**src/design/rmw_pkg.sv**
```systemverilog
// Read-modify-write package
// Cache geometry and the packed types shared by the store merge path
package rmw_pkg;

   // ##############################
   // Cache geometry
   // ##############################
   parameter int NUM_WAYS   = 8;
   parameter int GROUP_WAYS = 4;
   parameter int LINE_BYTES = 16;
   parameter int BYTE_BITS  = 9;
   parameter int ADDR_W     = 8;
   parameter int LINE_W     = LINE_BYTES * BYTE_BITS;

   // ##############################
   // Basic vectors
   // ##############################
   typedef logic [NUM_WAYS-1:0]   way_vec_t;
   typedef logic [GROUP_WAYS-1:0] grp_vec_t;
   typedef logic [ADDR_W-1:0]     cache_addr_t;
   typedef logic [LINE_BYTES-1:0] byte_en_t;

   // Line bit i belongs to byte i mod LINE_BYTES
   typedef logic [LINE_W-1:0]     line_t;

   // ##############################
   // Pipeline structs
   // ##############################
   typedef struct packed {
      logic        wren;
      way_vec_t    way;
      cache_addr_t addr;
      byte_en_t    bytew;
      line_t       data;
   } stq_wr_req_t;

   typedef struct packed {
      logic        wren;
      way_vec_t    way;
      cache_addr_t addr;
   } stq_stage_t;

   typedef struct packed {
      way_vec_t    way;
      cache_addr_t addr;
      line_t       data_wabcd;
      line_t       data_wefgh;
   } dcarr_wr_t;

   // Load bypass for one four-way group
   typedef struct packed {
      grp_vec_t    stq7_val;
      grp_vec_t    stq_val;
      line_t       stq7_data;
      line_t       stq8_data;
   } ld_byp_t;

endpackage

```
**src/design/rmw_bypass_detect.sv**
```systemverilog
// Read/write collision logic
// Store correction selects, read activity suppression and load bypass valids
module rmw_bypass_detect import rmw_pkg::*; (
   input  logic        nclk,
   input  logic        rst,
   input  logic        rd_act,
   input  cache_addr_t rd_addr,
   input  way_vec_t    stq5_way,
   input  stq_stage_t  stq6_stage,
   input  stq_stage_t  stq7_stage,
   input  way_vec_t    wr_way,
   output way_vec_t    dcarr_rd_act,
   output logic        stq6_wr_byp_val,
   output logic        stq5_byp_val,
   output grp_vec_t    stq7_val_wabcd,
   output grp_vec_t    stq7_val_wefgh,
   output grp_vec_t    stq_val_wabcd,
   output grp_vec_t    stq_val_wefgh
);

   cache_addr_t ex3_rd_addr;
   logic        ex2_addr_coll;
   way_vec_t    ex2_way_coll;
   logic        stq6_rd_byp_val;
   logic        stq7_rd_byp_val;
   logic        stq7_wr_byp_val;

   // ##############################
   // Read port collision
   // ##############################
   // Ex2 read hitting the line being written this cycle
   assign ex2_addr_coll = (rd_addr == stq6_stage.addr);
   assign ex2_way_coll  = {NUM_WAYS{ex2_addr_coll}} & wr_way;
   assign dcarr_rd_act  = {NUM_WAYS{rd_act}} & ~ex2_way_coll;

   always_ff @(posedge nclk) begin
      if (rst) begin
         ex3_rd_addr <= '0;
      end else begin
         ex3_rd_addr <= rd_addr;
      end
   end

   // ##############################
   // Bypass selects
   // ##############################
   assign stq6_rd_byp_val = (ex3_rd_addr == stq6_stage.addr) & stq6_stage.wren;
   assign stq7_rd_byp_val = (ex3_rd_addr == stq7_stage.addr) & stq7_stage.wren;

   // Store to store only when the stq5 way overlaps the older store
   assign stq6_wr_byp_val = stq6_rd_byp_val & |(stq5_way & stq6_stage.way);
   assign stq7_wr_byp_val = stq7_rd_byp_val & |(stq5_way & stq7_stage.way);
   assign stq5_byp_val    = stq6_wr_byp_val | stq7_wr_byp_val;

   // ##############################
   // Load bypass valids
   // ##############################
   always_ff @(posedge nclk) begin
      if (rst) begin
         stq7_val_wabcd <= '0;
         stq7_val_wefgh <= '0;
         stq_val_wabcd  <= '0;
         stq_val_wefgh  <= '0;
      end else begin
         stq7_val_wabcd <= {GROUP_WAYS{stq6_rd_byp_val}} & stq6_stage.way[GROUP_WAYS-1:0];
         stq7_val_wefgh <= {GROUP_WAYS{stq6_rd_byp_val}} &
                           stq6_stage.way[NUM_WAYS-1:GROUP_WAYS];

         // Either younger stage may hold the line
         stq_val_wabcd <= ({GROUP_WAYS{stq6_rd_byp_val}} & stq6_stage.way[GROUP_WAYS-1:0]) |
                          ({GROUP_WAYS{stq7_rd_byp_val}} & stq7_stage.way[GROUP_WAYS-1:0]);
         stq_val_wefgh <= ({GROUP_WAYS{stq6_rd_byp_val}} &
                           stq6_stage.way[NUM_WAYS-1:GROUP_WAYS]) |
                          ({GROUP_WAYS{stq7_rd_byp_val}} &
                           stq7_stage.way[NUM_WAYS-1:GROUP_WAYS]);
      end
   end

endmodule

```
**config.mk**
```make
export PLATFORM = sky130hd
export DESIGN_NAME = rmw_bypass_detect
export DESIGN_NICKNAME = d
export VERILOG_FILES = /design/src/design/rmw_pkg.sv /design/src/design/rmw_bypass_detect.sv
export SDC_FILE = /design/constraint.sdc
export NUM_CORES = 1
export LEC_CHECK = 0
export BUFFER_PORTS_ARGS = -buffer_cell sky130_fd_sc_hd__buf_2
export CORE_MARGIN = 4
export CORE_UTILIZATION = 44
export CTS_BUF_LIST = sky130_fd_sc_hd__clkbuf_16
export DETAILED_ROUTE_END_ITERATION = 10
export PLACE_DENSITY = 0.85
export SLEW_MARGIN = 30
export SYNTH_ARGS = -nofsm -noshare
export SYNTH_HDL_FRONTEND = slang
export SYNTH_SLANG_ARGS = --single-unit
export TNS_END_PERCENT = 20
```
**constraint.sdc**
```tcl
create_clock -name nclk -period 5 [get_ports nclk]
set_input_delay 1 -clock nclk [delete_from_list [all_inputs] [get_ports nclk]]
set_output_delay 1 -clock nclk [all_outputs]
set_load 0.005 [all_outputs]
```
* Yosys cells after proc, flatten, opt, wreduce, memory -nomap -nowiden
Cells that the tools add are included.
** Cells by class
- Reduce and logical (&&, ||, !) cells :: 2
- Bitwise gates (word level) :: 16
- Equal/unequal tests :: 3
** Operators with widths (number)
- bitwise AND 8 bit :: 4
- equality test 8 bit :: 3
- bitwise AND 4 bit :: 4
- OR reduction 8 bit :: 2
- inverter 8 bit :: 1
- bitwise OR 4 bit :: 2
- bitwise AND 1 bit :: 4
- bitwise OR 1 bit :: 1
** Word-level totals
- Input port bits :: 61
- Output and inout port bits :: 26
- Logic and storage cells :: 26
- Register bits after elaboration :: 24

* Logic depth before layout (Yosys ltp)
- Word-level depth :: 4
- Gate-level depth with buffers :: 5
- Mapped depth without buffers :: 4

* Worst setup path before layout
OpenSTA, ideal clock, no wires.
- Path kind :: input port to output port
- From :: input port stq7_stage[1] (netlist bit)
- To :: output port stq5_byp_val
- Buffers on the path :: 1
- Slack :: 1.982 ns
- Arrival time :: 2.018 ns
- Stages on the path :: 5
- Required time :: 4.000 ns
- Path through :: xnor2_1 > nand4_1 > or4_4 > buf_6 > o22ai_1
** Between the ends
- Cells in the longest elaborated chain, start to end :: 4
** RTL lines
- start, declared :: line rmw_bypass_detect.sv:10 : input stq_stage_t stq7_stage,
- equality test 8 bit :: line rmw_bypass_detect.sv:48 : assign stq7_rd_byp_val = (ex3_rd_addr == stq7_stage.addr) & stq7_stage.wren;
- bitwise AND 1 bit :: line rmw_bypass_detect.sv:48
- bitwise AND 1 bit :: line rmw_bypass_detect.sv:52 : assign stq7_wr_byp_val = stq7_rd_byp_val & |(stq5_way & stq7_stage.way);
- bitwise OR 1 bit :: line rmw_bypass_detect.sv:53 : assign stq5_byp_val = stq6_wr_byp_val | stq7_wr_byp_val;
- end, declared :: line rmw_bypass_detect.sv:14 : output logic stq5_byp_val,
Every way passes these cells.

* Worst setup path after layout
- From :: input port stq6_stage[4] (netlist bit)
- To :: output port stq5_byp_val
** Between the ends
- Cells in the longest elaborated chain, start to end :: 4
** RTL lines
- start, declared :: line rmw_bypass_detect.sv:9 : input stq_stage_t stq6_stage,
- equality test 8 bit :: line rmw_bypass_detect.sv:47 : assign stq6_rd_byp_val = (ex3_rd_addr == stq6_stage.addr) & stq6_stage.wren;
- bitwise AND 1 bit :: line rmw_bypass_detect.sv:47
- bitwise AND 1 bit :: line rmw_bypass_detect.sv:51 : assign stq6_wr_byp_val = stq6_rd_byp_val & |(stq5_way & stq6_stage.way);
- bitwise OR 1 bit :: line rmw_bypass_detect.sv:53
Every way passes these cells.

==> impl_metrics.env <==
export IMPL_critPathLaunchType="primary input"
export IMPL_cts_sinks=24
export IMPL_cp_cell_sequence="buf_2 -> xnor2_1 -> nand4_1 -> or2_2 -> o22ai_1 -> buf_2"
export IMPL_drc=0
export IMPL_clockBufferDepth=2
export IMPL_synth_cell_types=24
export IMPL_outcome="finished clean"
export IMPL_fin_tns_setup_ps=0
export IMPL_fin_ws_ps=1630
export IMPL_hold_class="register to register"
export IMPL_ant_nets=0
export IMPL_fillers=205
export IMPL_holdBufCountCts=0
export IMPL_port_buffer_count=86
export IMPL_numCtsBuffers=3
export IMPL_die_h_um=61.0
export IMPL_wire_per_inst_um=14.2
export IMPL_switchingPower_mw=0.100
export IMPL_r2r_start="ex3_rd_addr[4]$_SDFF_PP0_"
export IMPL_top_usage_layer="met2"
export IMPL_io_pins=87
export IMPL_critPathKind="primary input to output port"
export IMPL_cp_data_arrival_time_ps=2370
export IMPL_leakage_nw=0.813
export IMPL_clk_latency_ps=250
export IMPL_yosysWarnings=0
export IMPL_fin_area_sq_um=1780
export IMPL_cp_slowest_cell="or2_2"
export IMPL_crit_family="simple AND/OR/NAND/NOR gates"
export IMPL_dieArea_sq_um=3720
export IMPL_dpl_cell_area_sq_um=1680
export IMPL_root_buffer="clkbuf_16"
export IMPL_htree_levels=1
export IMPL_combinationalPowerShare=0.150
export IMPL_cpPeakStageDelay_ps=420
export IMPL_drive_gt1_frac=0.498
export IMPL_finalMaxSlewViolations=0
export IMPL_r2r_slack_ps=3120
export IMPL_worstHoldStart="ex3_rd_addr[2]$_SDFF_PP0_"
export IMPL_met3_usage=0.0231
export IMPL_p_seq_frac=0.399
export IMPL_grt_max_degree=26
export IMPL_drt_iter0_markers=21
export IMPL_clkTransAtPathRegs_ps=60
export IMPL_powerDensity_nw_per_um2=278
export IMPL_track_usage=0.179
export IMPL_finClkSkew_ps=4.98
export IMPL_worstHoldEndpoint="stq_val_wefgh[2]$_SDFF_PP0_"
export IMPL_antenna_found_initial=0
export IMPL_synthCells=122
export IMPL_use_met1=0.203
export IMPL_final_period_utilization=0.673
export IMPL_maxSlewHeadroom=0.542
export IMPL_worstRegToRegCells=4
export IMPL_syn_nets=183
export IMPL_final_net_count=269
export IMPL_rsz0062_at_grt="false"
export IMPL_p_int_mw=0.395
export IMPL_met2_usage=0.338
export IMPL_cp_depth=6
export IMPL_tritoncts="built"
export IMPL_post_drt_via_cell_ratio=5.11
export IMPL_vdd_ir_drop_worst_v=0.000245
export IMPL_power_frac_clock=0.450
export IMPL_crit_top_cell="buf_2"
export IMPL_final_common_cell="buf_2"
export IMPL_antennaDiodeCount=0
export IMPL_setup_violations_final=0
export IMPL_achievable_frequency_mhz=297
export IMPL_fin_crit_ps=3370
export IMPL_most_common_layout_cells="buf_2 (86), dfxtp_1 (24), xnor2_1 (20)"
export IMPL_post_cts_buffers=0
export IMPL_grt_overflow=0
export IMPL_grt_pass1_vias=1200
export IMPL_rows=18
export IMPL_p_sw_frac=0.203
export IMPL_cap_violations=0
export IMPL_core_sq_um=2570
export IMPL_cp_required_ps=4000
export IMPL_cts_repair_resized=0
export IMPL_num_vias=1212
export IMPL_wl_mm=3.38
export IMPL_die_w_um=61.0
export IMPL_final_util=0.694
export IMPL_ys_seq_elements=24
export IMPL_gp_congestion=0.893
export IMPL_synth_area_per_cell_sq_um=10.1
export IMPL_whs_path_depth=4
export IMPL_grt_pass1_wl_mm=5.00
export IMPL_start_util=0.482
export IMPL_critPathCaptureType="output port"
export IMPL_cp_num_buf_inv=2
export IMPL_syn2layout_area_growth_pct=44.1
export IMPL_drt_pass1_iter_count=4
export IMPL_hold_viol_final=0
export IMPL_pre_cts_ws_ps=1680
export IMPL_ys_seq_area_frac=0.388
export IMPL_path_max_fanout=11
export IMPL_syn_cell_area_sq_um=1240
export IMPL_worst_pin_slew_ps=677
export IMPL_r2r_end="stq_val_wabcd[2]$_SDFF_PP0_"
export IMPL_setup_worst_path_start="stq6_stage[4]"
[synth_stat cells, drive strengths merged]
master    n  area [sq um]
nor2      7          26.3
a2bb2o    1          20.0
inv       5          18.8
o22ai     1          6.26
or2       1          6.26
nand2b    4          25.0
xor2      4          35.0
buf       2          16.3
clkbuf    3          11.3
o32ai     5          81.3
o2bb2ai   2          17.5
or3b      5          43.8
and4      2          17.5
nor4b     4          35.0
nand4     4          25.0
a21boi    8          60.1
or4       1          11.3
nor2b     8          50.1
xnor2    20           175
a22oi     8          60.1
nor3      1          5.00
dfxtp    24           480
nand3     2          10.0
[flip-flops by register name, summed over array words and instances, names as in the netlist]
register / flops
ex3_rd_addr: 8
stq_val_wefgh: 4
stq7_val_wabcd: 4
stq_val_wabcd: 4
stq7_val_wefgh: 4
[per-stage QoR]
step	std cells	total power, mW	hold slack [ps]
3_3_place_gp	233	0.275	736
3_5_place_dp	233	0.277	759
4_1_cts	237	0.499	768
5_1_grt	237	0.514	815
6_report	237	0.496	762
2_1_floorplan	122	0.238	696
[cells by family (layout without fill, tap and decap cells)]
family,count (synthesis),in the layout,share of synthesized area
DFF,24,24,0.388
buffers and inverters,10,95,0.0374
and+or+nand+nor,39,39,0.206
AOI/OAI and AO/OA,25,25,0.198
xor gates and xnor gates,24,24,0.170
[power groups by stage]
| stage | registers [mW] | logic, mW | clock network (mW) |
|---|---|---|---|
| 6_report | 0.198 | 0.0746 | 0.223 |
| 5_1_grt | 0.198 | 0.0826 | 0.233 |
| 4_1_cts | 0.198 | 0.0748 | 0.226 |
| 3_5_place_dp | 0.202 | 0.0744 | 0 |
| 3_3_place_gp | 0.202 | 0.0728 | 0 |
| 2_1_floorplan | 0.202 | 0.0362 | 0 |
[how the worst max path moves through the flow]
stage	end	slack, ps
after floorplan	stq5_byp_val	1980
after global placement	stq5_byp_val	1740
after detailed placement	stq5_byp_val	1680
after CTS	stq5_byp_val	1670
after global routing	stq5_byp_val	1540
final	stq5_byp_val	1630
[worst min-delay path, cell delays in order, from the launching register on]
cell	delay, ps
dfxtp_1	360
xnor2_1	70
nand3_1	70
nor4b_1	90
o2bb2ai_1	120
[cell type report]
| class | count | area (sq um) | area share |
|---|---|---|---|
| clock buffer | 3 | 75.1 | 0.0421 |
| clock inverter | 1 | 30.0 | 0.0168 |
| inverter | 5 | 18.8 | 0.0105 |
| multi-input combinational | 88 | 711 | 0.399 |
| sequential | 24 | 480 | 0.269 |
| tap | 30 | 37.5 | 0.0211 |
| timing repair buffer | 86 | 430 | 0.241 |
[layer usage]
layer  wire length [um]  vias up  part of all wire
li1                   -      606                 -
met1               1380      537              0.41
met2               1630       65              0.48
met3                331        4             0.098
met4                 40        0             0.012
met5                  0        -                 0
Note: power is estimated with default switching activity, not from simulation.
