## src/design/rmw_pkg.sv

```systemverilog
// Read-modify-write package
// Cache geometry and the packed types shared by the store merge path
package rmw_pkg;

   // ##############################
   // Cache geometry
   // ##############################
   parameter int NUM_WAYS   = 8;
   parameter int GROUP_WAYS = 4;
   parameter int LINE_BYTES = 16;
   parameter int BYTE_BITS  = 9;
   parameter int ADDR_W     = 8;
   parameter int LINE_W     = LINE_BYTES * BYTE_BITS;

   // ##############################
   // Basic vectors
   // ##############################
   typedef logic [NUM_WAYS-1:0]   way_vec_t;
   typedef logic [GROUP_WAYS-1:0] grp_vec_t;
   typedef logic [ADDR_W-1:0]     cache_addr_t;
   typedef logic [LINE_BYTES-1:0] byte_en_t;

   // Line bit i belongs to byte i mod LINE_BYTES
   typedef logic [LINE_W-1:0]     line_t;

   // ##############################
   // Pipeline structs
   // ##############################
   typedef struct packed {
      logic        wren;
      way_vec_t    way;
      cache_addr_t addr;
      byte_en_t    bytew;
      line_t       data;
   } stq_wr_req_t;

   typedef struct packed {
      logic        wren;
      way_vec_t    way;
      cache_addr_t addr;
   } stq_stage_t;

   typedef struct packed {
      way_vec_t    way;
      cache_addr_t addr;
      line_t       data_wabcd;
      line_t       data_wefgh;
   } dcarr_wr_t;

   // Load bypass for one four-way group
   typedef struct packed {
      grp_vec_t    stq7_val;
      grp_vec_t    stq_val;
      line_t       stq7_data;
      line_t       stq8_data;
   } ld_byp_t;

endpackage

```

## src/design/rmw_stage_ctrl.sv

```systemverilog
// Store stage control pipeline
// Carries stq5 state into stq6 and stq7 and forms the array write way
module rmw_stage_ctrl import rmw_pkg::*; (
   input  logic        nclk,
   input  logic        rst,
   input  logic        stq5_act,
   input  stq_wr_req_t stq5_req,
   output logic        stq6_act,
   output logic        stq7_act,
   output stq_stage_t  stq6_stage,
   output stq_stage_t  stq7_stage,
   output way_vec_t    wr_way
);

   logic        stq6_wren;
   logic        stq7_wren;
   way_vec_t    stq6_way;
   way_vec_t    stq7_way;
   cache_addr_t stq6_addr;
   cache_addr_t stq7_addr;

   // ##############################
   // Stage activity
   // ##############################
   always_ff @(posedge nclk) begin
      if (rst) begin
         stq6_act <= 1'b0;
         stq7_act <= 1'b0;
      end else begin
         stq6_act <= stq5_act;
         stq7_act <= stq6_act;
      end
   end

   // ##############################
   // Stage state
   // ##############################
   always_ff @(posedge nclk) begin
      if (rst) begin
         stq6_wren <= 1'b0;
         stq7_wren <= 1'b0;
         stq6_way  <= '0;
         stq7_way  <= '0;
         stq6_addr <= '0;
         stq7_addr <= '0;
      end else begin
         // Write enable tracks every cycle
         stq6_wren <= stq5_req.wren;
         stq7_wren <= stq6_wren;

         // Way and address only move with a valid stage
         if (stq5_act) begin
            stq6_way  <= stq5_req.way;
            stq6_addr <= stq5_req.addr;
         end
         if (stq6_act) begin
            stq7_way  <= stq6_way;
            stq7_addr <= stq6_addr;
         end
      end
   end

   assign stq6_stage = '{wren: stq6_wren, way: stq6_way, addr: stq6_addr};
   assign stq7_stage = '{wren: stq7_wren, way: stq7_way, addr: stq7_addr};

   // Single array write way, qualified by stq6 wren
   assign wr_way = {NUM_WAYS{stq6_wren}} & stq6_way;

endmodule

```

## config.mk

```make
export PLATFORM = sky130hd
export DESIGN_NAME = rmw_stage_ctrl
export DESIGN_NICKNAME = d
export VERILOG_FILES = /design/src/design/rmw_pkg.sv /design/src/design/rmw_stage_ctrl.sv
export SDC_FILE = /design/constraint.sdc
export NUM_CORES = 1
export LEC_CHECK = 0
export BUFFER_PORTS_ARGS = -buffer_cell sky130_fd_sc_hd__buf_2
export CAP_MARGIN = 10
export CORE_AREA = 2 2 87 89
export DETAILED_ROUTE_END_ITERATION = 10
export DIE_AREA = 0 0 89 91
export PLACE_DENSITY = 0.6
export SYNTH_ARGS = -nofsm -noshare
export SYNTH_HDL_FRONTEND = slang
export SYNTH_SLANG_ARGS = --single-unit
export TNS_END_PERCENT = 20
```

## constraint.sdc

```tcl
create_clock -name nclk -period 2.7 [get_ports nclk]
set_input_delay 0.675 -clock nclk [delete_from_list [all_inputs] [get_ports nclk]]
set_output_delay 0.675 -clock nclk [all_outputs]
set_load 0.005 [all_outputs]
```

======== After elaboration in Yosys (flattened, before gate mapping) ========
Cells that the tools add are included.
word-level totals
  RAM bits ................................ 0
  latch bits .............................. 0
  memory bits (read-only) ................. 0
  register bits ........................... 36
  logic and storage cells ................. 9
  memories kept ........................... 0
  output and inout bits ................... 44
cells by class
  multiplexer cells ....................... 0
  bitwise gates (word level) .............. 1
  $add $sub $neg .......................... 0
  $mul .................................... 0
  shifts and indexed selects .............. 0
  reduce and logical (&&, ||, !) cells .... 0
  eq/ne operators ......................... 0
  order comparisons ....................... 0
  divide/modulo/power cells ............... 0
operator list
  cell         count
  $and 8x8->8  1

======== Longest topological paths before layout ========
Gate-level depths: netlist of run 1.
  word-level depth ........................ 1
  gate-level depth with buffers ........... 4

======== Least setup slack after synthesis of run 1 ========
Ideal clock, no wire load.
  kind .................................... input-to-reg
  start ................................... in stq5_act
  end ..................................... reg stq6_addr[4]
  data arrival time ....................... 1.145 ns
  setup slack ............................. 1.438 ns
  buffers on the path ..................... 2
  stages on the path ...................... 4
  path through ............................ buf_6 buf_12 mux2i_1 nor2_1
RTL lines
  item                    line                  source
  start: declaration      rmw_stage_ctrl.sv:6   input logic stq5_act,
  end signal: assignment  rmw_stage_ctrl.sv:54  stq6_addr <= stq5_req.addr;
  end: declaration        rmw_stage_ctrl.sv:19  cache_addr_t stq6_addr;

======== Final worst setup path of run 1 ========
  start ................................... reg stq6_wren
  end ..................................... out wr_way[7]
between the ends
  cells in the longest elaborated chain, start to end .. 1
ends and longest elaborated chain
  item                      line                  source
  start: declaration        rmw_stage_ctrl.sv:15  logic stq6_wren;
  start signal: assignment  rmw_stage_ctrl.sv:48  stq6_wren <= stq5_req.wren;
  $and 8x8->8               rmw_stage_ctrl.sv:67  assign wr_way = {NUM_WAYS{stq6_wren}} & stq6_way;
  end: declaration          rmw_stage_ctrl.sv:12  output way_vec_t wr_way
Every way passes these cells.

==> results of run 1 <==
[cells in the final DEF (no fill, tap or decap)]
master	synthesis	routed
mux2i_1	32	32
nor2b_1	4	4
clkinv_2	0	1
dfxtp_1	36	36
clkinvlp_4	0	1
and2_1	8	8
buf_2	4	63
buf_4	2	1
nor2_1	32	32
clkbuf_8	0	5
[cells by family (layout without fill, tap and decap cells)]
group / after synthesis / count (layout) / share of synthesized area
and+or+nand+nor: 44 / 44 / 0.1463
DFF: 36 / 36 / 0.5403
muxes: 32 / 32 / 0.2402
buffers and inverters: 10 / 71 / 0.07317
[Yosys cell counts]
| cell type | n |
|---|---|
| and2_1 | 8 |
| nor2b_1 | 4 |
| buf_6 | 2 |
| buf_4 | 2 |
| nor2_1 | 32 |
| mux2i_1 | 32 |
| buf_2 | 4 |
| dfxtp_1 | 36 |
| buf_12 | 2 |
[sequential cells by signal (all words and copies together) (netlist names)]
register / count
stq6_wren: 1
stq7_way: 8
stq7_wren: 1
stq6_act: 1
stq6_addr: 8
stq6_way: 8
stq7_act: 1
stq7_addr: 8
[cell type report]
| cell class | count | share of cell area |
|---|---|---|
| repair buffers | 64 | 0.1830 |
| multi-input cells | 76 | 0.2922 |
| flip-flops and latches | 36 | 0.4085 |
| clock buffers | 5 | 0.03901 |
| well taps | 99 | 0.07021 |
| clock inverters | 2 | 0.007092 |
[metal layers]
layer	wire, um	up-vias	global-route usage
met4	82	0	0.04478
met1	1733	461	0.1265
met3	186	5	0.02273
met5	0	-	0
li1	-	514	-
met2	1415	34	0.1281
[worst register-to-register path: stages (launching register included)]
cell	delay, ns
dfxtp_1	0.33
buf_4	0.29
mux2i_1	0.23
nor2_1	0.05
[stage by stage]
stage / instance area, um2 / power [W] / worst slack, ns / hold WS, ns
2_1_floorplan: 1334 / 0.0006473 / 1.438 / 0.4850
3_3_place_gp: 1683 / 0.0006886 / 1.093 / 0.4684
3_5_place_dp: 1683 / 0.0006895 / 1.069 / 0.4803
4_1_cts: 1764 / 0.001070 / 0.9081 / 0.4986
5_1_grt: 1764 / 0.001105 / 0.8272 / 0.5300
6_report: 1764 / 0.001045 / 0.9478 / 0.4926
[power breakdown]
part | internal (W) | switching (W)
clock network | 0.000175 | 0.000196
logic | 0.0000522 | 0.0000484
registers | 0.000554 | 0.0000200
[worst paths after layout]
check	cells after the start	end	from
hold / removal	2	stq7_way[2]	stq7_way[2]
setup reg to reg	3	stq7_way[1]	stq6_act
setup / recovery	2	wr_way[7]	stq6_wren
hold reg to reg	2	stq7_way[2]	stq7_way[2]
==> results.yml, run 1 <==
routing:
  vias: 1014
  drcViolationCount: 0
  ant_nets: 0
  first_pass_iters: 3
  drt-total-wl_um: 3417
  drt-initial-drc-count: 21
  routedWlPerCell_um: 12.12
  via_per_inst: 3.596
floorplanning:
  core-area_um2: 7137
  die-width_um: 89
  die-area_um2: 8099
  start_util: 0.1869
  num_rows: 31
  fp.dieH_um: 91
  io_pins: 224
cts:
  cts_htree_levels: 2
  clk_latency_ns: 0.28
  cts_setup_buffers: 0
  cts.sinks: 36
  clkTransAtPathRegs_ns: 0.07
  cts_hold_buf: 0
  cts_max_path_buffers: 2
  cts_tree: "done"
  cts_buffers: 5
  cts-root-buf: "clkbuf_8"
  cts_resized: 0
critical_path:
  path_cells: "and2_1 > buf_2"
  cp-end-kind: "output port"
  r2r_slack_ns: 1.65
  crit_path_start_kind: "flip-flop"
  critPathRequiredTime_ns: 2.03
  critical_path_class: "reg -> out"
  slowest_delay_ns: 0.51
  critPathTopFamily: "flip-flops"
  cp_max_fo: 10
  crit_slowest_cell: "dfxtp_1"
  cp_num_buf_inv: 1
  critPathArrivalTime_ns: 1.08
yosys:
  ys_types: 9
  yosys.area.top_type_share: 0.5403
  synth_seq_cells: 36
  syn_inst: 122
  syn_nets: 302
  synthesis.area_per_instance_um2: 10.93
  yosys.area.top_type: "dfxtp_1"
  synth.cell_area_um2: 1334
  ys.warnings.count: 0
  yosysSeqAreaShare: 0.5403
  synth_area_leaders: "dfxtp_1 54%, mux2i_1 24%, nor2_1 9.0%, and2_1 3.8%, buf_12 3.0%"
grt:
  grt_max_degree: 37
  antenna_found_initial: 0
  grt_pass1_wl_um: 5326
  first_global_vias: 993
  grt_overflow: 0
  grtUsageTotal: 0.09066
min_path:
  holdCritPathClass: "reg -> reg"
power:
  powerDensity_nw_per_um2: 592.3
  ir_drop_uv: 226.1
  leakage_nw: 0.8845
timing:
  skew_ns: 0.006731
  final.period_utilization: 0.6490
  hold_viol: 0
  max_clock_freq_mhz: 570.7
  rsz0062_at_grt: "no"
  fin_setup_tns_ns: 0
  slew_headroom: 0.5468
  drv_slew: 0
  finalSetupViolCount: 0
  finalCriticalPeriod_ns: 1.752
  tightest_slew_ns: 0.6797
placed_design:
  port_buffers: 63
  globalplace.congestion: 0.6712
  dp.final_hpwl_um: 2432
  dpl.cell_count: 275
flow_run:
  maxCapViolations: 0
layout:
  instances_no_fill: 282
  nets: 363
  register_area_um2: 720.7
  fillers: 806
  area_growth_pct: 32.27
  drive_gt1_frac: 0.3880
  multiInputGateArea_um2: 515.5
  antenna_cells: 0
  fin_util: 0.2472
run_status:
  outcome: "completed"
Power figures use the tool's default switching activity.
==> run 2: changes to the inputs <==
- CORE_AREA: 2 2 87 89 -> 2 2 86 88
- DIE_AREA: 0 0 89 91 -> 0 0 88 90
- PLACE_DENSITY: 0.6 -> 0.64
- clock period: 2.7 -> 1.5 ns (I/O delays scaled with it)
==> run 2 against run 1 <==
Effect of this change: routed wire length decreased by 6.4%; combinational power increased by 93%; cell area increased by 5.3%; worst hold slack got worse by 0.18 ns; sequential share of layout area decreased by 2.0 points; sequential power increased by 79%; clock skew decreased by 0.0025 ns; non-clock buffer count increased by 3; register-to-register slack got worse by 1.2 ns; setup slack got worse by 0.80 ns; die area decreased by 2.2%; largest power group unchanged.
==> results.yml, run 2 (synthesized netlist as in run 1, its figures left out) <==
run_status:
  outcome: "completed"
critical_path:
  slowest_delay_ns: 0.44
  cp_max_fo: 10
  crit_slowest_cell: "dfxtp_2"
  cp-end-kind: "output port"
  crit_path_start_kind: "flip-flop"
  path_cells: "and2_1 > buf_2"
  critPathArrivalTime_ns: 0.98
  critical_path_class: "reg -> out"
  critPathRequiredTime_ns: 1.12
layout:
  area_growth_pct: 39.31
  final_common_cell: "buf_2"
  register_area_um2: 721.9
  fillers: 739
  antenna_cells: 0
  stdcell_area_um2: 1858
  multiInputGateArea_um2: 515.5
  drive_gt1_frac: 0.4064
  layout_common_cells: "63 x buf_2, 35 x dfxtp_1, 32 x mux2i_1, 32 x nor2_1, 8 x and2_1"
  nets: 366
  fin_util: 0.2647
timing:
  max_clock_freq_mhz: 739.1
  tightest_slew_ns: 0.3237
  fin_setup_tns_ns: 0
  rsz0062_at_grt: "no"
  skew_ns: 0.004204
  finalSetupViolCount: 0
  slew_headroom: 0.7842
  final.period_utilization: 0.9020
  finalCriticalPeriod_ns: 1.353
  drv_slew: 0
  hold_viol: 0
cts:
  clk_latency_ns: 0.28
  cts_setup_buffers: 0
  cts.sinks: 36
  cts_max_path_buffers: 2
  cts_buffers: 5
  cts_htree_levels: 2
  cts_tree: "done"
  cts-root-buf: "clkbuf_8"
  clkTransAtPathRegs_ns: 0.07
grt:
  grt_pass1_wl_um: 5257
  grtUsageTotal: 0.08612
  grt_overflow: 0
  grt_max_degree: 24
  antenna_found_initial: 0
  first_global_vias: 1043
placed_design:
  port_buffers: 63
  globalplace.congestion: 0.7022
  dp.final_hpwl_um: 2407
  placed_cell_area_um2: 1730
routing:
  vias: 1022
  via_per_inst: 3.573
  first_pass_iters: 4
  drt-initial-drc-count: 31
  wl_met2_um: 1449
  routedWlPerCell_um: 11.18
  wl_met1_um: 1455
  top_layer: "met4"
  wl_met3_um: 216
  drcViolationCount: 0
  drt-total-wl_um: 3198
  ant_nets: 0
floorplanning:
  die-width_um: 88
  io_pins: 224
  fp.dieH_um: 90
  core-area_um2: 7020
  start_util: 0.1900
  die-area_um2: 7920
  num_rows: 31
power:
  power_w: 0.002149
  powerDensity_nw_per_um2: 1156
  ir_drop_uv: 566.7
  leakage_nw: 0.9332
min_path:
  holdCritPathClass: "in -> reg"
flow_run:
  maxCapViolations: 0
run 2: worst paths after layout:
check / start / to / slack (ns) / cells past startpoint
setup / recovery: stq6_wren / wr_way[5] / 0.15 / 2
setup reg to reg: stq6_act / stq7_addr[0] / 0.42 / 3
hold reg to reg: stq7_way[3] / stq7_way[3] / 0.49 / 2
hold / removal: stq5_req[176] / stq6_wren / 0.31 / 2
run 2: metrics by stage:
step	setup slack (ns)	cells	hold WS, ns
after global routing	0.04687	286	0.3064
after CTS	0.1177	286	0.3012
after floorplan	0.5376	122	0.4850
final	0.1469	286	0.3138
after global placement	0.3060	278	0.4696
after detailed placement	0.3101	278	0.4798
run 2: timing repair:
item | 4_1_cts | 5_1_grt
hold buffers | 0 | 0
endpoints found under the setup margin | 8 | 0
gates resized for setup | 1 | 0
run 2: power breakdown:
part	internal [W]	switching [W]	leakage [nW]
clock network	0.000586	0.000335	0.0645
logic	0.000106	0.0000896	0.574
registers	0.000998	0.0000345	0.295
total	0.00169	0.000459	0.933
run 2: area by class of cell:
type | instances | share of cell area
clock buffer | 7 | 0.05185
clock inverter | 1 | 0.01616
multi-input combinational | 76 | 0.2774
sequential | 36 | 0.3886
tap | 99 | 0.06667
timing repair buffer | 67 | 0.1993
run 2: critical path, delay by kind of cell (launching register included):
| family | cells | cell delay [ns] |
|---|---|---|
| buf+inv | 1 | 0.11 |
| flops | 1 | 0.44 |
| simple gates | 1 | 0.15 |
run 2: metal layers:
| layer | up-vias | GRT usage |
|---|---|---|
| li1 | 517 | - |
| met1 | 457 | 0.1096 |
| met2 | 43 | 0.1338 |
| met3 | 5 | 0.02112 |
| met4 | 0 | 0.04231 |
| met5 | - | 0 |
==> run 3: changes to the inputs <==
- REMOVE_ABC_BUFFERS: unset -> 1
==> run 3 against run 2 <==
Effect of this change: sequential cell count stayed put; total power is 9.6% lower; routed wire length is 6.0% higher; global-route usage is 0.56 points higher; clock-buffer cell count stayed put.
==> results.yml, run 3 (synthesized netlist as in run 1, its figures left out) <==
timing:
  rsz0062_at_grt: "no"
  drv_slew: 0
  finalSetupViolCount: 0
  slew_headroom: 0.7882
  finalCriticalPeriod_ns: 1.339
  final.period_utilization: 0.8928
  fin_setup_tns_ns: 0
  max_clock_freq_mhz: 746.7
  tightest_slew_ns: 0.3172
  skew_ns: 0.006419
  hold_viol: 0
layout:
  layout_common_cells: "63 x buf_2, 35 x dfxtp_1, 32 x mux2i_1, 32 x nor2_1, 8 x and2_1"
  drive_gt1_frac: 0.4011
  fillers: 750
  multiInputGateArea_um2: 515.5
  register_area_um2: 721.9
  nets: 366
  antenna_cells: 0
  final_common_cell: "buf_2"
  stdcell_area_um2: 1826
  area_growth_pct: 36.87
min_path:
  min-delay-start: "stq5_req[176]"
  holdCritPathClass: "in -> reg"
cts:
  cts.sinks: 36
  cts_hold_buf: 0
  cts_tree: "done"
  cts_htree_levels: 2
  cts_max_path_buffers: 2
  cts-root-buf: "clkbuf_8"
  cts_buffers: 5
  clk_latency_ns: 0.28
  clkTransAtPathRegs_ns: 0.07
grt:
  grt_overflow: 0
  grt_max_degree: 37
  antenna_found_initial: 0
  grt_pass1_wl_um: 5333
  first_global_vias: 975
  grtUsageTotal: 0.09177
floorplanning:
  die-width_um: 88
  num_rows: 31
  io_pins: 224
  start_util: 0.1900
  core-area_um2: 7020
  die-area_um2: 7920
  fp.dieH_um: 90
critical_path:
  crit_slowest_cell: "dfxtp_1"
  critPathTopFamily: "flip-flops"
  critical_path_class: "reg -> out"
  critPathRequiredTime_ns: 1.12
  path_cells: "buf_2"
  cp-end-kind: "output port"
  regToRegStartpoint: "stq6_act"
  cp_num_buf_inv: 1
  crit_path_start_kind: "flip-flop"
  slowest_delay_ns: 0.51
  cp_max_fo: 7
  critPathArrivalTime_ns: 0.96
  r2r_slack_ns: 0.33
  cp-startpoint: "stq6_act"
routing:
  first_pass_iters: 4
  ant_nets: 0
  via_per_inst: 3.538
  drt-total-wl_um: 3391
  drt-initial-drc-count: 19
  drcViolationCount: 0
  routedWlPerCell_um: 11.86
  vias: 1012
run_status:
  outcome: "completed"
placed_design:
  port_buffers: 63
  placed_cell_area_um2: 1730
  dp.final_hpwl_um: 2379
  globalplace.congestion: 0.6281
power:
  ir_drop_uv: 368.2
  leakage_nw: 0.9132
  powerDensity_nw_per_um2: 1064
flow_run:
  maxCapViolations: 0
run 3: per-layer routing:
| metal | vias up | part of all wire | global-route usage |
|---|---|---|---|
| met5 | - | 0 | 0 |
| met1 | 450 | 0.52 | 0.1357 |
| met4 | 0 | 0.012 | 0.03077 |
| li1 | 517 | - | - |
| met3 | 4 | 0.073 | 0.03214 |
| met2 | 41 | 0.40 | 0.1218 |
run 3: repair_timing:
item | 4_1_cts | 5_1_grt
setup endpoints to repair | 4 | 0
setup buffers | 0 | 0
resized for setup | 1 | 0
run 3: final timing paths:
kind                  to  cells past startpoint
max             stq6_act                      1
max reg2reg  stq7_way[7]                      3
min            stq6_wren                      2
min reg2reg  stq7_way[0]                      2
run 3: power breakdown:
group	internal, W	switching, W	total (W)
Clock	0.000373	0.000341	0.000714
Combinational	0.000106	0.0000869	0.000193
Sequential	0.000998	0.0000380	0.00104
run 3: cell type report:
cell class | count | share of cell area
Clock buffer | 7 | 0.04729
Timing Repair Buffer | 67 | 0.2029
Clock inverter | 1 | 0.004112
Multi-Input combinational cell | 76 | 0.2824
Sequential cell | 36 | 0.3955
Tap cell | 99 | 0.06785
run 3: metrics by stage:
step	total power, W	std cells	utilization	setup WS, ns	hold slack (ns)
after floorplan	0.001124	112	-	0.2835	0.4466
after global placement	0.001252	278	0.2465	0.3073	0.4688
after detailed placement	0.001254	278	0.2465	0.3240	0.4801
after CTS	0.001982	286	0.2600	0.1304	0.3203
after global routing	0.002061	286	0.2600	0.04994	0.3318
final	0.001942	286	0.2600	0.1608	0.3234
