===== src/design/rmw_pkg.sv =====
// Read-modify-write package
// Cache geometry and the packed types shared by the store merge path
package rmw_pkg;

   // ##############################
   // Cache geometry
   // ##############################
   parameter int NUM_WAYS   = 8;
   parameter int GROUP_WAYS = 4;
   parameter int LINE_BYTES = 16;
   parameter int BYTE_BITS  = 9;
   parameter int ADDR_W     = 8;
   parameter int LINE_W     = LINE_BYTES * BYTE_BITS;

   // ##############################
   // Basic vectors
   // ##############################
   typedef logic [NUM_WAYS-1:0]   way_vec_t;
   typedef logic [GROUP_WAYS-1:0] grp_vec_t;
   typedef logic [ADDR_W-1:0]     cache_addr_t;
   typedef logic [LINE_BYTES-1:0] byte_en_t;

   // Line bit i belongs to byte i mod LINE_BYTES
   typedef logic [LINE_W-1:0]     line_t;

   // ##############################
   // Pipeline structs
   // ##############################
   typedef struct packed {
      logic        wren;
      way_vec_t    way;
      cache_addr_t addr;
      byte_en_t    bytew;
      line_t       data;
   } stq_wr_req_t;

   typedef struct packed {
      logic        wren;
      way_vec_t    way;
      cache_addr_t addr;
   } stq_stage_t;

   typedef struct packed {
      way_vec_t    way;
      cache_addr_t addr;
      line_t       data_wabcd;
      line_t       data_wefgh;
   } dcarr_wr_t;

   // Load bypass for one four-way group
   typedef struct packed {
      grp_vec_t    stq7_val;
      grp_vec_t    stq_val;
      line_t       stq7_data;
      line_t       stq8_data;
   } ld_byp_t;

endpackage


===== src/design/rmw_way_merge.sv =====
// Group merge datapath
// Picks the written way's old line, merges new bytes and pipelines the result
module rmw_way_merge import rmw_pkg::*; #(
   parameter int GROUP_WAYS = rmw_pkg::GROUP_WAYS
) (
   input  logic                    nclk,
   input  logic                    rst,
   input  logic                    stq5_act,
   input  logic                    stq6_act,
   input  logic                    stq7_act,
   input  stq_wr_req_t             stq5_req,
   input  logic                    stq5_byp_val,
   input  logic                    stq6_wr_byp_val,
   input  grp_vec_t                grp_way_en,
   input  line_t [GROUP_WAYS-1:0]  grp_rd_data,
   output line_t                   wr_data,
   output line_t                   stq7_data,
   output line_t                   stq8_data
);

   line_t    stq6_rd_line;
   line_t    stq5_wr_bit;
   line_t    stq5_old_line;
   line_t    stq5_byp_line;
   byte_en_t stq5_byte_en;
   byte_en_t stq6_byte_en;
   line_t    stq6_wr_bit;
   line_t    stq6_byp_line;

   // ##############################
   // Old line select
   // ##############################
   // Only the enabled way survives the OR
   always_comb begin
      stq6_rd_line = '0;
      for (int w = 0; w < GROUP_WAYS; w++) begin
         stq6_rd_line = stq6_rd_line | ({LINE_W{grp_way_en[w]}} & grp_rd_data[w]);
      end
   end

   // ##############################
   // Stq5 bypass line
   // ##############################
   // Byte enables fanned out to bits
   assign stq5_wr_bit = {BYTE_BITS{stq5_req.bytew}};

   // Newer merged line wins when stq6 collides
   assign stq5_old_line = stq6_wr_byp_val ? wr_data : stq7_data;
   assign stq5_byp_line = (stq5_wr_bit & stq5_req.data) | (~stq5_wr_bit & stq5_old_line);

   // Whole line comes from the bypass on a correction
   assign stq5_byte_en = stq5_req.bytew | {LINE_BYTES{stq5_byp_val}};

   always_ff @(posedge nclk) begin
      if (rst) begin
         stq6_byte_en  <= '0;
         stq6_byp_line <= '0;
      end else if (stq5_act) begin
         stq6_byte_en  <= stq5_byte_en;
         stq6_byp_line <= stq5_byp_line;
      end
   end

   // ##############################
   // Stq6 merge
   // ##############################
   assign stq6_wr_bit = {BYTE_BITS{stq6_byte_en}};
   assign wr_data     = (stq6_wr_bit & stq6_byp_line) | (~stq6_wr_bit & stq6_rd_line);

   // ##############################
   // Merged line pipeline
   // ##############################
   always_ff @(posedge nclk) begin
      if (rst) begin
         stq7_data <= '0;
      end else if (stq6_act) begin
         stq7_data <= wr_data;
      end
   end

   always_ff @(posedge nclk) begin
      if (rst) begin
         stq8_data <= '0;
      end else if (stq7_act) begin
         stq8_data <= stq7_data;
      end
   end

endmodule


===== config.mk =====
export PLATFORM = sky130hd
export DESIGN_NAME = rmw_way_merge
export DESIGN_NICKNAME = d
export VERILOG_FILES = /design/src/design/rmw_pkg.sv /design/src/design/rmw_way_merge.sv
export SDC_FILE = /design/constraint.sdc
export NUM_CORES = 1
export LEC_CHECK = 0
export BUFFER_PORTS_ARGS = -buffer_cell sky130_fd_sc_hd__buf_2
export CAP_MARGIN = 30
export CORE_AREA = 10 10 455 457
export DETAILED_ROUTE_END_ITERATION = 8
export DIE_AREA = 0 0 465 467
export GPL_ROUTABILITY_DRIVEN = 1
export PLACE_DENSITY = 0.31
export REMOVE_ABC_BUFFERS = 1
export SYNTH_ARGS = -nofsm -noshare
export SYNTH_HDL_FRONTEND = slang
export SYNTH_SLANG_ARGS = --single-unit

===== constraint.sdc =====
create_clock -name nclk -period 3.2 [get_ports nclk]
set_clock_uncertainty 0.05 [all_clocks]
set_input_delay 0.16 -clock nclk [delete_from_list [all_inputs] [get_ports nclk]]
set_output_delay 0.16 -clock nclk [all_outputs]
set_load 0.005 [all_outputs]

* Yosys cells after proc, flatten, opt, wreduce, memory -nomap -nowiden
Cells that the tools add are included.
W data, S select, Z words.
** Storage, ports and cells
- Bits of input ports :: 764
- Output and inout port bits :: 432
- Register bits :: 448
- Word-level logic and storage cells :: 21
** Cells by class
- Bitwise logic cells :: 16
- Mux-type cells :: 1
** Operators by type and width (number)
- $and A144 B144 Y144 :: 8
- $or A144 B144 Y144 :: 5
- $not A144 Y144 :: 2
- $mux W144 :: 1
- $or A16 B16 Y16 :: 1

* Depth between registers and ports, before layout
Gate-level depths: netlist (run 1).
- Word-level depth :: 9
- Mapped depth :: 7
- Mapped depth without buffers :: 3

* Worst setup path before layout (run 1)
Ideal clock, no wire load.
- Kind :: input -> register
- Start :: input port grp_way_en[0]
- End :: register stq6_byp_line[1]
- Setup time :: 0.122 ns
- Data required time :: 3.028 ns
- Data arrival time :: 1.229 ns
- Slack :: 1.799 ns
- Path buffers :: 2
- Stages on the path :: 5
- Cell sequence :: buf_2 > clkbuf_1 > a222oi_1 > a21oi_1 > a221o_1
** On the way
- Cells in the longest elaborated chain, start to end :: 9
** RTL lines
- from (decl) :: RTL line rmw_way_merge.sv:14 : input grp_vec_t grp_way_en,
- $and A144 B144 Y144 :: RTL line rmw_way_merge.sv:37 : stq6_rd_line = stq6_rd_line | ({LINE_W{grp_way_en[w]}} & grp_rd_data[w]);
- $or A144 B144 Y144 (3 in a row) :: RTL line rmw_way_merge.sv:37
- $and A144 B144 Y144 :: RTL line rmw_way_merge.sv:68 : assign wr_data = (stq6_wr_bit & stq6_byp_line) | (~stq6_wr_bit & stq6_rd_line);
- $or A144 B144 Y144 :: RTL line rmw_way_merge.sv:68
- named net wr_data[1] :: RTL line rmw_way_merge.sv:16 : output line_t wr_data,
- $mux W144 :: RTL line rmw_way_merge.sv:48 : assign stq5_old_line = stq6_wr_byp_val ? wr_data : stq7_data;
- $and A144 B144 Y144 :: RTL line rmw_way_merge.sv:49 : assign stq5_byp_line = (stq5_wr_bit & stq5_req.data) | (~stq5_wr_bit & stq5_old_line);
- $or A144 B144 Y144 :: RTL line rmw_way_merge.sv:49
- to (signal assigned) :: RTL line rmw_way_merge.sv:60 : stq6_byp_line <= stq5_byp_line;
- to (decl) :: RTL line rmw_way_merge.sv:28 : line_t stq6_byp_line;
The timed path passes the listed nets, and every way through them passes these cells.
A chain may end at the register's enable or synchronous reset.

* Final worst setup path (run 1)
- Start :: register stq6_byte_en[1]
- End :: register stq6_byp_line[97]
** On the way
- Cells in the longest elaborated chain, start to end :: 6
- Elaborated cells on any way between the ends :: 7
- Classes of those cells :: mux (1); bitwise (6)
** RTL lines
- from (decl) :: RTL line rmw_way_merge.sv:26 : byte_en_t stq6_byte_en;
- from (signal assigned) :: RTL line rmw_way_merge.sv:59 : stq6_byte_en <= stq5_byte_en;
- $not A144 Y144 :: RTL line rmw_way_merge.sv:68
- $and A144 B144 Y144 :: RTL line rmw_way_merge.sv:68
- $or A144 B144 Y144 * :: RTL line rmw_way_merge.sv:68
- $mux W144 * :: RTL line rmw_way_merge.sv:48
- $and A144 B144 Y144 * :: RTL line rmw_way_merge.sv:49
- $or A144 B144 Y144 * :: RTL line rmw_way_merge.sv:49
Mark *: on every way between the ends. The rest lies on a longest branch, timed or not.

==> qor.log, run 1 <==
qor: route.post_drt_via_cell_ratio 4.22
qor: die.die-height 467 um
qor: place.buffer_ports.inserted 1178
qor: worst_setup_path.highest_net_fanout_along_the_worst_path 19
qor: sta.holdWs 0.0734 ns
qor: sta.fin_crit 2.85 ns
qor: yosys.synthFlopType sky130_fd_sc_hd__dfxtp_1
qor: place.place_hpwl 152 mm
qor: final_layout.fin_util 20.2%
qor: yosys.yosysTopAreaCell sky130_fd_sc_hd__dfxtp_1
qor: sta.timing.final.ws_setup 0.351 ns
qor: worst_setup_path.critical-path-slowest-cell sky130_fd_sc_hd__dfxtp_1
qor: power.power_density 480 mW/mm2
qor: clocking.cts.clk_slew.worst_paths 0.06 ns
qor: worst_hold_path.timing.hold.worst_path_depth 4
qor: route.remaining_drc_errors 0
qor: die.die_area 0.217 mm2
qor: yosys.share_of_async_settable_or_async_resettable_flops_after_synthesis 0%
qor: route.firstDrtPassIters 7
qor: yosys.syn_avg_cell_area 8.75 um2
qor: worst_setup_path.timing.critical_path.from_type register
qor: grt.globalRoute.totalOverflow 0
qor: worst_hold_path.worst_hold_path_type in2reg
qor: clocking.cts-root-to-sink-buffers 3
qor: grt.first_global_vias 30700
qor: worst_setup_path.worstSetupEndpointType register
qor: grt.grt_max_degree 87
qor: worst_setup_path.timing.rr.start stq6_byte_en[1]
qor: status.run_status finished clean
qor: grt.grt_pass1_wl 261 mm
qor: sta.report.final.hold_viol_count 0
qor: worst_setup_path.critical_path.reg2reg.endpoint stq6_byp_line[97]
qor: grt.grt.total_usage 16.9%
qor: worst_setup_path.crit_arrival 3.35 ns
qor: worst_setup_path.crit_type reg2reg
qor: sta.timing_max_transition_violations_final 0
qor: sta.finalSetupViolCount 0
qor: worst_setup_path.crit_path_start stq6_byte_en[1]
qor: clocking.cts_tree done
qor: sta.relSlewSlack 33.1%
qor: worst_hold_path.min_to stq7_data[130]
qor: clocking.insertion_delay 0.69 ns
qor: worst_setup_path.rr_worst_depth 5
qor: yosys.postSynthCellCount 2717
qor: place.placed_cells 6390
qor: run.max_cap_violations 0
qor: final_layout.final_nets 5050
qor: clocking.cts-buffers-inserted 69
qor: yosys.yosysWarningCount 0
qor: sta.worstMarginPinSlew 1.00 ns
qor: final_layout.post_layout_instance_count_excluding_filler_cells 7002
qor: final_layout.n_fill_cell 22400
qor: die.row_cnt 164
qor: power.power.ir.vdd_worst 0.330 mV
qor: place.pre_cts_slack 0.457 ns
qor: route.antenna_left 0
qor: worst_setup_path.critPathTopFamily buffers and inverters
qor: die.die_x 465 um
qor: yosys.synth_edf_count 0
qor: final_layout.flow.area_growth_from_synthesis 68.2%
qor: worst_setup_path.critPathMaxStageDelay 0.90 ns
qor: worst_setup_path.critPathMostFrequentCell sky130_fd_sc_hd__dlygate4sd3_1
qor: sta.finalCritPeriodShare 89.0%
qor: grt.grt_antenna_before_repair 31
qor: route.routedWlPerCell 27.8 um
qor: die.pin_count 1196
qor: power.power.static_leakage 17.5 nW
qor: clocking.clock_tree.htree_level_count 3
qor: route.drt_first_iter_violations 2152
qor: worst_setup_path.worstPathCellList nor2b_1, a21oi_1, dlygate4sd3_1, a221o_1, dlygate4sd3_1
qor: die.core_area 0.198 mm2
qor: yosys.synth_seq_cells 448
qor: final_layout.post_route_cells_drive_above_1_share 35.4%
qor: sta.rsz0062_at_grt false
qor: clocking.num_clock_sinks 448
qor: place.gp_congestion 0.901
qor: yosys.synth_cell_types 27
qor: die.initial_core_util 12.0%
qor: yosys.commonest_cells_post_synth 448 x sky130_fd_sc_hd__dfxtp_1, 295 x sky130_fd_sc_hd__a21oi_1, 236 x sky130_fd_sc_hd__nor2b_1, 170 x sky130_fd_sc_hd__a22oi_1, 163 x sky130_fd_sc_hd__nor2_1
qor: yosys.synth.area.top_cells sky130_fd_sc_hd__dfxtp_1 38%, sky130_fd_sc_hd__a21oi_1 6.2%, sky130_fd_sc_hd__nor2b_1 6.2%
qor: worst_setup_path.path_buf_inv 2
qor: yosys.netlist.area_leader.share 37.7%
qor: sta.timing.fmax 351 MHz
qor: yosys.yosysSeqAreaShare 37.7%
qor: power.total_power 19.2 mW
qor: worst_hold_path.min-delay-start grp_rd_data[130]
qor: yosys.post-synth-top-count-cell sky130_fd_sc_hd__dfxtp_1
qor: yosys.mappedNetlistArea 0.0238 mm2
qor: worst_setup_path.ff2ff_setup_slack 0.35 ns
qor: route.dr_total_vias 29600
qor: route.wl 195 mm
qor: worst_setup_path.crit_required 3.70 ns
qor: clocking.cts-root-buf sky130_fd_sc_hd__clkbuf_16
[cell type report]
class                           count  area (um2)  share of cell area (%)
Clock inverter                     18         204                   0.510
Clock buffer                      102        2030                    5.08
Inverter                           75         287                   0.716
Tap cell                         2656        3320                    8.30
Antenna cell                       11        27.5                  0.0688
Timing Repair Buffer             1763       11800                    29.5
Sequential cell                   448        8970                    22.4
Multi-Input combinational cell   1929       13300                    33.4
[per-stage QoR]
stage               setup TNS [ns]  area (um2)
floorplan                  -124.89       22600
global placement                 0       32900
detailed placement               0       32900
CTS                              0       40000
global route                     0       40000
finish                           0       40000
[worst max path at each step]
stage,to,slack (ns),cells past startpoint
2_1_floorplan,stq7_data[0],-1.47,3
6_report,stq6_byp_line[97],0.35,5
4_1_cts,wr_data[44],0.02,5
5_1_grt,wr_data[9],0.20,4
3_5_place_dp,stq6_byp_line[105],0.46,6
3_3_place_gp,stq6_byp_line[105],0.47,6
[repair_timing]
item,4_1_cts,5_1_grt
endpoints found under the hold margin,317,0
buffers inserted,0,0
endpoints found under the setup margin,0,2
hold buffers,481,0
resized for setup,0,1
[where the power goes]
| group | switching [mW] | total [mW] | internal, mW | leakage [nW] |
|---|---|---|---|---|
| combinational | 2.66 | 4.82 | 2.16 | 12.7 |
| sequential | 0.478 | 6.47 | 6.00 | 3.69 |
| clock | 3.27 | 7.90 | 4.63 | 1.10 |
[state kept, by name, summed over array words and instances (netlist names)]
register and flops:
stq7_data 144, stq6_byte_en 16, stq8_data 144, stq6_byp_line 144
[logic make-up (layout without fill, tap and decap cells)]
kind of cell / Yosys count / after routing / synth area share [%]
AOI/OAI and AO/OA: 1168 / 1168 / 36.1
and+or+nand+nor: 617 / 617 / 13.8
DFF: 448 / 448 / 37.7
buffers and inverters: 340 / 1958 / 6.32
muxes: 144 / 144 / 6.06
other: 0 / 11 / 0
[per-layer routing]
layer / routed length, um / vias up / GRT usage [%]
li1: - / 13600 / -
met2: 92300 / 1252 / 28.6
met5: 26 / - / 0
met4: 3530 / 4 / 3.68
met3: 19300 / 146 / 6.80
met1: 79600 / 14600 / 20.0
[cells in the final DEF, fill, tap and decap left out, types with 14 or more instances in the layout]
cell / n
sky130_fd_sc_hd__a211o_1: 59
sky130_fd_sc_hd__a211oi_1: 85
sky130_fd_sc_hd__a21bo_2: 85
sky130_fd_sc_hd__a21oi_1: 295
sky130_fd_sc_hd__a221o_1: 59
sky130_fd_sc_hd__a222oi_1: 59
sky130_fd_sc_hd__a22o_1: 85
sky130_fd_sc_hd__a22oi_1: 170
sky130_fd_sc_hd__a311oi_1: 85
sky130_fd_sc_hd__a31oi_1: 85
sky130_fd_sc_hd__buf_12: 20
sky130_fd_sc_hd__buf_2: 1170
sky130_fd_sc_hd__buf_4: 83
sky130_fd_sc_hd__clkbuf_1: 17
sky130_fd_sc_hd__clkbuf_16: 71
sky130_fd_sc_hd__clkbuf_8: 14
sky130_fd_sc_hd__dfxtp_1: 447
sky130_fd_sc_hd__dlygate4sd3_1: 481
sky130_fd_sc_hd__inv_1: 70
sky130_fd_sc_hd__mux2i_1: 144
sky130_fd_sc_hd__nand2_1: 133
sky130_fd_sc_hd__nand2b_1: 15
sky130_fd_sc_hd__nor2_1: 160
sky130_fd_sc_hd__nor2b_1: 236
sky130_fd_sc_hd__o22ai_1: 101
sky130_fd_sc_hd__or3b_2: 59
[worst register-to-register path, stage by stage, from the launching register on]
cell                            delay [ns]
sky130_fd_sc_hd__dfxtp_1              0.90
sky130_fd_sc_hd__nor2b_1              0.28
sky130_fd_sc_hd__a21oi_1              0.07
sky130_fd_sc_hd__dlygate4sd3_1        0.57
sky130_fd_sc_hd__a221o_1              0.31
sky130_fd_sc_hd__dlygate4sd3_1        0.54
No activity file was read; power rests on OpenSTA's default activity.
==> inputs of run 2 (changes only) <==
--- a/config.mk
+++ b/config.mk
@@ -5,11 +5,12 @@
 export SDC_FILE = /design/constraint.sdc
 export NUM_CORES = 1
 export LEC_CHECK = 0
+export ABC_AREA = 1
 export BUFFER_PORTS_ARGS = -buffer_cell sky130_fd_sc_hd__buf_2
 export CAP_MARGIN = 30
-export CORE_AREA = 10 10 455 457
+export CORE_AREA = 10 10 460 462
 export DETAILED_ROUTE_END_ITERATION = 8
-export DIE_AREA = 0 0 465 467
+export DIE_AREA = 0 0 470 472
 export GPL_ROUTABILITY_DRIVEN = 1
 export PLACE_DENSITY = 0.31
 export REMOVE_ABC_BUFFERS = 1
==> qor.log, run 2 <==
qor: status.run_status finished clean [unchanged]
qor: route.firstDrtPassIters 5 [was 7]
qor: route.dr_total_vias 33200 [was 29600]
qor: worst_hold_path.worst_hold_path_type in2reg [unchanged]
qor: yosys.syn_avg_cell_area 6.39 um2 [was 8.75 um2]
qor: die.core_area 0.202 mm2 [was 0.198 mm2]
qor: route.drt_first_iter_violations 2051 [was 2152]
qor: yosys.post-synth-top-count-cell sky130_fd_sc_hd__nand2_1 [was sky130_fd_sc_hd__dfxtp_1]
qor: final_layout.flow.area_growth_from_synthesis 71.5% [was 68.2%]
qor: yosys.mappedNetlistArea 0.0248 mm2 [was 0.0238 mm2]
qor: power.total_power 19.3 mW [was 19.2 mW]
qor: final_layout.final_design_area_no_fill 0.0425 mm2 [was 0.0400 mm2]
qor: grt.grt_antenna_before_repair 21 [was 31]
qor: die.row_cnt 165 [was 164]
qor: route.routedWlPerCell 23.2 um [was 27.8 um]
qor: yosys.synthFlopType sky130_fd_sc_hd__dfxtp_1 [unchanged]
qor: clocking.cts-root-to-sink-buffers 3 [unchanged]
qor: route.antenna_left 0 [unchanged]
qor: clocking.clock_tree.htree_level_count 3 [unchanged]
qor: place.placed_cells 7536 [was 6390]
qor: sta.finalCritPeriodShare 94.5% [was 89.0%]
qor: yosys.synth.area.top_cells sky130_fd_sc_hd__dfxtp_1 36%, sky130_fd_sc_hd__nand2_1 17%, sky130_fd_sc_hd__a21oi_1 11% [was sky130_fd_sc_hd__dfxtp_1 38%, sky130_fd_sc_hd__a21oi_1 6.2%, sky130_fd_sc_hd__nor2b_1 6.2%]
qor: worst_setup_path.ff2ff_setup_slack 0.28 ns [was 0.35 ns]
qor: final_layout.n_fill_cell 23300 [was 22400]
qor: worst_setup_path.crit_arrival 2.81 ns [was 3.35 ns]
qor: sta.report.final.hold_viol_count 0 [unchanged]
qor: run.max_cap_violations 0 [unchanged]
qor: final_layout.leading_cell_types_in_the_layout_fill_and_taps_excluded 1169 x sky130_fd_sc_hd__buf_2, 1128 x sky130_fd_sc_hd__nand2_1, 689 x sky130_fd_sc_hd__dlygate4sd3_1, 559 x sky130_fd_sc_hd__nor2_1, 528 x sky130_fd_sc_hd__a21oi_1 [was 1170 x sky130_fd_sc_hd__buf_2, 481 x sky130_fd_sc_hd__dlygate4sd3_1, 447 x sky130_fd_sc_hd__dfxtp_1, 295 x sky130_fd_sc_hd__a21oi_1, 236 x sky130_fd_sc_hd__nor2b_1]
qor: final_layout.post_route_cells_drive_above_1_share 27.2% [was 35.4%]
qor: power.power_density 455 mW/mm2 [was 480 mW/mm2]
qor: sta.worstMarginPinSlew 1.05 ns [was 1.00 ns]
qor: sta.timing_max_transition_violations_final 0 [unchanged]
qor: route.wl 194 mm [was 195 mm]
qor: clocking.cts-buffers-inserted 68 [was 69]
qor: yosys.synth_seq_cells 448 [unchanged]
qor: worst_setup_path.crit_required 2.99 ns [was 3.70 ns]
qor: die.die_x 470 um [was 465 um]
qor: die.die_area 0.222 mm2 [was 0.217 mm2]
qor: sta.timing.fmax 331 MHz [was 351 MHz]
qor: place.pre_cts_slack 0.817 ns [was 0.457 ns]
qor: final_layout.reg.largest.list stq6_byp_line (144), stq7_data (144), stq8_data (144) [unchanged]
qor: clocking.num_clock_sinks 448 [unchanged]
qor: yosys.synth_cell_types 24 [was 27]
qor: place.gp_congestion 0.908 [was 0.901]
qor: yosys.synth_edf_count 0 [unchanged]
qor: yosys.yosysTopAreaCell sky130_fd_sc_hd__dfxtp_1 [unchanged]
qor: yosys.postSynthCellCount 3880 [was 2717]
qor: route.post_drt_via_cell_ratio 3.98 [was 4.22]
qor: place.placement.cell_area 0.0334 mm2 [was 0.0329 mm2]
qor: die.die-height 472 um [was 467 um]
qor: clocking.cts-root-buf sky130_fd_sc_hd__clkbuf_16 [unchanged]
qor: power.power.ir.vdd_worst 0.314 mV [was 0.330 mV]
qor: power.power.static_leakage 20.7 nW [was 17.5 nW]
qor: sta.timing.final.ws_setup 0.177 ns [was 0.351 ns]
qor: yosys.commonest_cells_post_synth 1128 x sky130_fd_sc_hd__nand2_1, 560 x sky130_fd_sc_hd__nor2_1, 528 x sky130_fd_sc_hd__a21oi_1, 448 x sky130_fd_sc_hd__dfxtp_1, 373 x sky130_fd_sc_hd__o21ai_0 [was 448 x sky130_fd_sc_hd__dfxtp_1, 295 x sky130_fd_sc_hd__a21oi_1, 236 x sky130_fd_sc_hd__nor2b_1, 170 x sky130_fd_sc_hd__a22oi_1, 163 x sky130_fd_sc_hd__nor2_1]
qor: grt.grt_pass1_wl 268 mm [was 261 mm]
qor: yosys.share_of_async_settable_or_async_resettable_flops_after_synthesis 0% [unchanged]
qor: worst_setup_path.critPathMaxStageDelay 0.58 ns [was 0.90 ns]
qor: worst_setup_path.crit_type in2out [was reg2reg]
qor: clocking.cts_tree done [unchanged]
qor: sta.finalSetupViolCount 0 [unchanged]
qor: final_layout.seq_area 0.00897 mm2 [about the same]
qor: grt.globalRoute.totalOverflow 0 [unchanged]
qor: grt.grt_max_degree 99 [was 87]
qor: grt.grt.total_usage 16.5% [was 16.9%]
qor: final_layout.final_nets 6387 [was 5050]
qor: place.place_hpwl 148 mm [was 152 mm]
qor: die.initial_core_util 12.3% [was 12.0%]
qor: sta.finalSetupTns 0 ns [unchanged]
qor: final_layout.mostFrequentLayoutCell sky130_fd_sc_hd__buf_2 [unchanged]
qor: place.buffer_ports.inserted 1178 [unchanged]
qor: route.remaining_drc_errors 0 [unchanged]
qor: sta.relSlewSlack 29.9% [was 33.1%]
qor: worst_setup_path.worstSetupEndpointType output pin [was register]
qor: clocking.insertion_delay 0.66 ns [was 0.69 ns]
qor: yosys.yosysSeqAreaShare 36.2% [was 37.7%]
qor: sta.fin_crit 3.02 ns [was 2.85 ns]
qor: die.pin_count 1196 [unchanged]
qor: clocking.cts.clk_slew.worst_paths 0.06 ns [about the same]
qor: final_layout.post_layout_instance_count_excluding_filler_cells 8348 [was 7002]
qor: sta.rsz0062_at_grt false [unchanged]
qor: worst_setup_path.critPathMostFrequentCell sky130_fd_sc_hd__nand2_1 [was sky130_fd_sc_hd__dlygate4sd3_1]
qor: worst_setup_path.timing.critical_path.from_type input pin [was register]
qor: worst_setup_path.worstPathCellList buf_8, buf_4, nand2_1, nand2_1, dlygate4sd3_1, nor2_1, nand2_1, dlygate4sd3_1, nand2_1, inv_1, buf_2 [was nor2b_1, a21oi_1, dlygate4sd3_1, a221o_1, dlygate4sd3_1]
qor: final_layout.multiInputGateArea 0.0133 mm2 [about the same]
qor: yosys.netlist.area_leader.share 36.2% [was 37.7%]
qor: worst_setup_path.highest_net_fanout_along_the_worst_path 67 [was 19]
qor: grt.first_global_vias 34000 [was 30700]
qor: yosys.yosysWarningCount 0 [unchanged]
qor: worst_setup_path.critical-path-slowest-cell sky130_fd_sc_hd__dlygate4sd3_1 [was sky130_fd_sc_hd__dfxtp_1]
run 2: cell types whose count changed after synthesis, moves of 170 or more:
cell	before	now
sky130_fd_sc_hd__inv_1	71	241
sky130_fd_sc_hd__nor2_1	163	560
sky130_fd_sc_hd__a22oi_1	170	0
sky130_fd_sc_hd__a21oi_1	295	528
sky130_fd_sc_hd__nand2_1	133	1128
sky130_fd_sc_hd__nor2b_1	236	0
sky130_fd_sc_hd__o21ai_0	0	373
run 2: timing repair:
action	CTS	global route
gates resized for setup	0	2
endpoints found under the hold margin	325	0
setup buffers	0	0
setup endpoints to repair	0	1
hold buffers	689	0
run 2: routing by layer:
layer | routed length [um] | track usage, % | up-vias
met5 | 11 | 0 | -
met4 | 3620 | 3.55 | 2
met3 | 14800 | 4.67 | 107
met2 | 93200 | 28.7 | 1253
met1 | 82200 | 20.2 | 15800
li1 | - | - | 16000
run 2: final timing paths:
check / from / end / depth (start not counted)
hold reg to reg: stq6_byp_line[68] / stq6_byp_line[68] / 2
setup reg to reg: stq6_byte_en[4] / stq6_byp_line[36] / 8
setup / recovery: grp_way_en[1] / wr_data[138] / 11
hold / removal: grp_rd_data[529] / stq7_data[97] / 5
run 2: logic make-up after synthesis:
kind of cell           synth area share, %
and+or+nand+nor                       30.6
DFF                                   36.2
AOI/OAI and AO/OA                     23.1
buffers and inverters                 10.1
run 2: area by class of cell:
type                       instances  area share, %
inverter                         254           2.31
clock inverter                    17          0.430
sequential                       448           21.1
timing repair buffer            1954           32.3
multi-input combinational       2897           31.3
antenna                            9         0.0530
tap                             2672           7.86
clock buffer                      97           4.64
run 2: critical path: cells and delay by family:
kind                   cells  cell delay [ns]
buffers and inverters      6             2.22
and+or+nand+nor            5             0.34
run 2: metrics by stage:
step | hold slack (ns) | utilization, %
final | 0.0564 | 21.1
after global routing | 0.0861 | 21.0
after CTS | 0.00151 | 21.0
after detailed placement | 0.401 | 16.6
after global placement | 0.397 | 16.6
after floorplan | 0.176 | -
run 2: power by group:
group | leakage (nW) | switching (mW) | total, mW | internal, mW
logic | 15.9 | 3.06 | 5.35 | 2.29
registers | 3.72 | 0.394 | 6.42 | 6.02
clock network | 1.06 | 3.14 | 7.58 | 4.44
total | 20.7 | 6.59 | 19.3 | 12.8
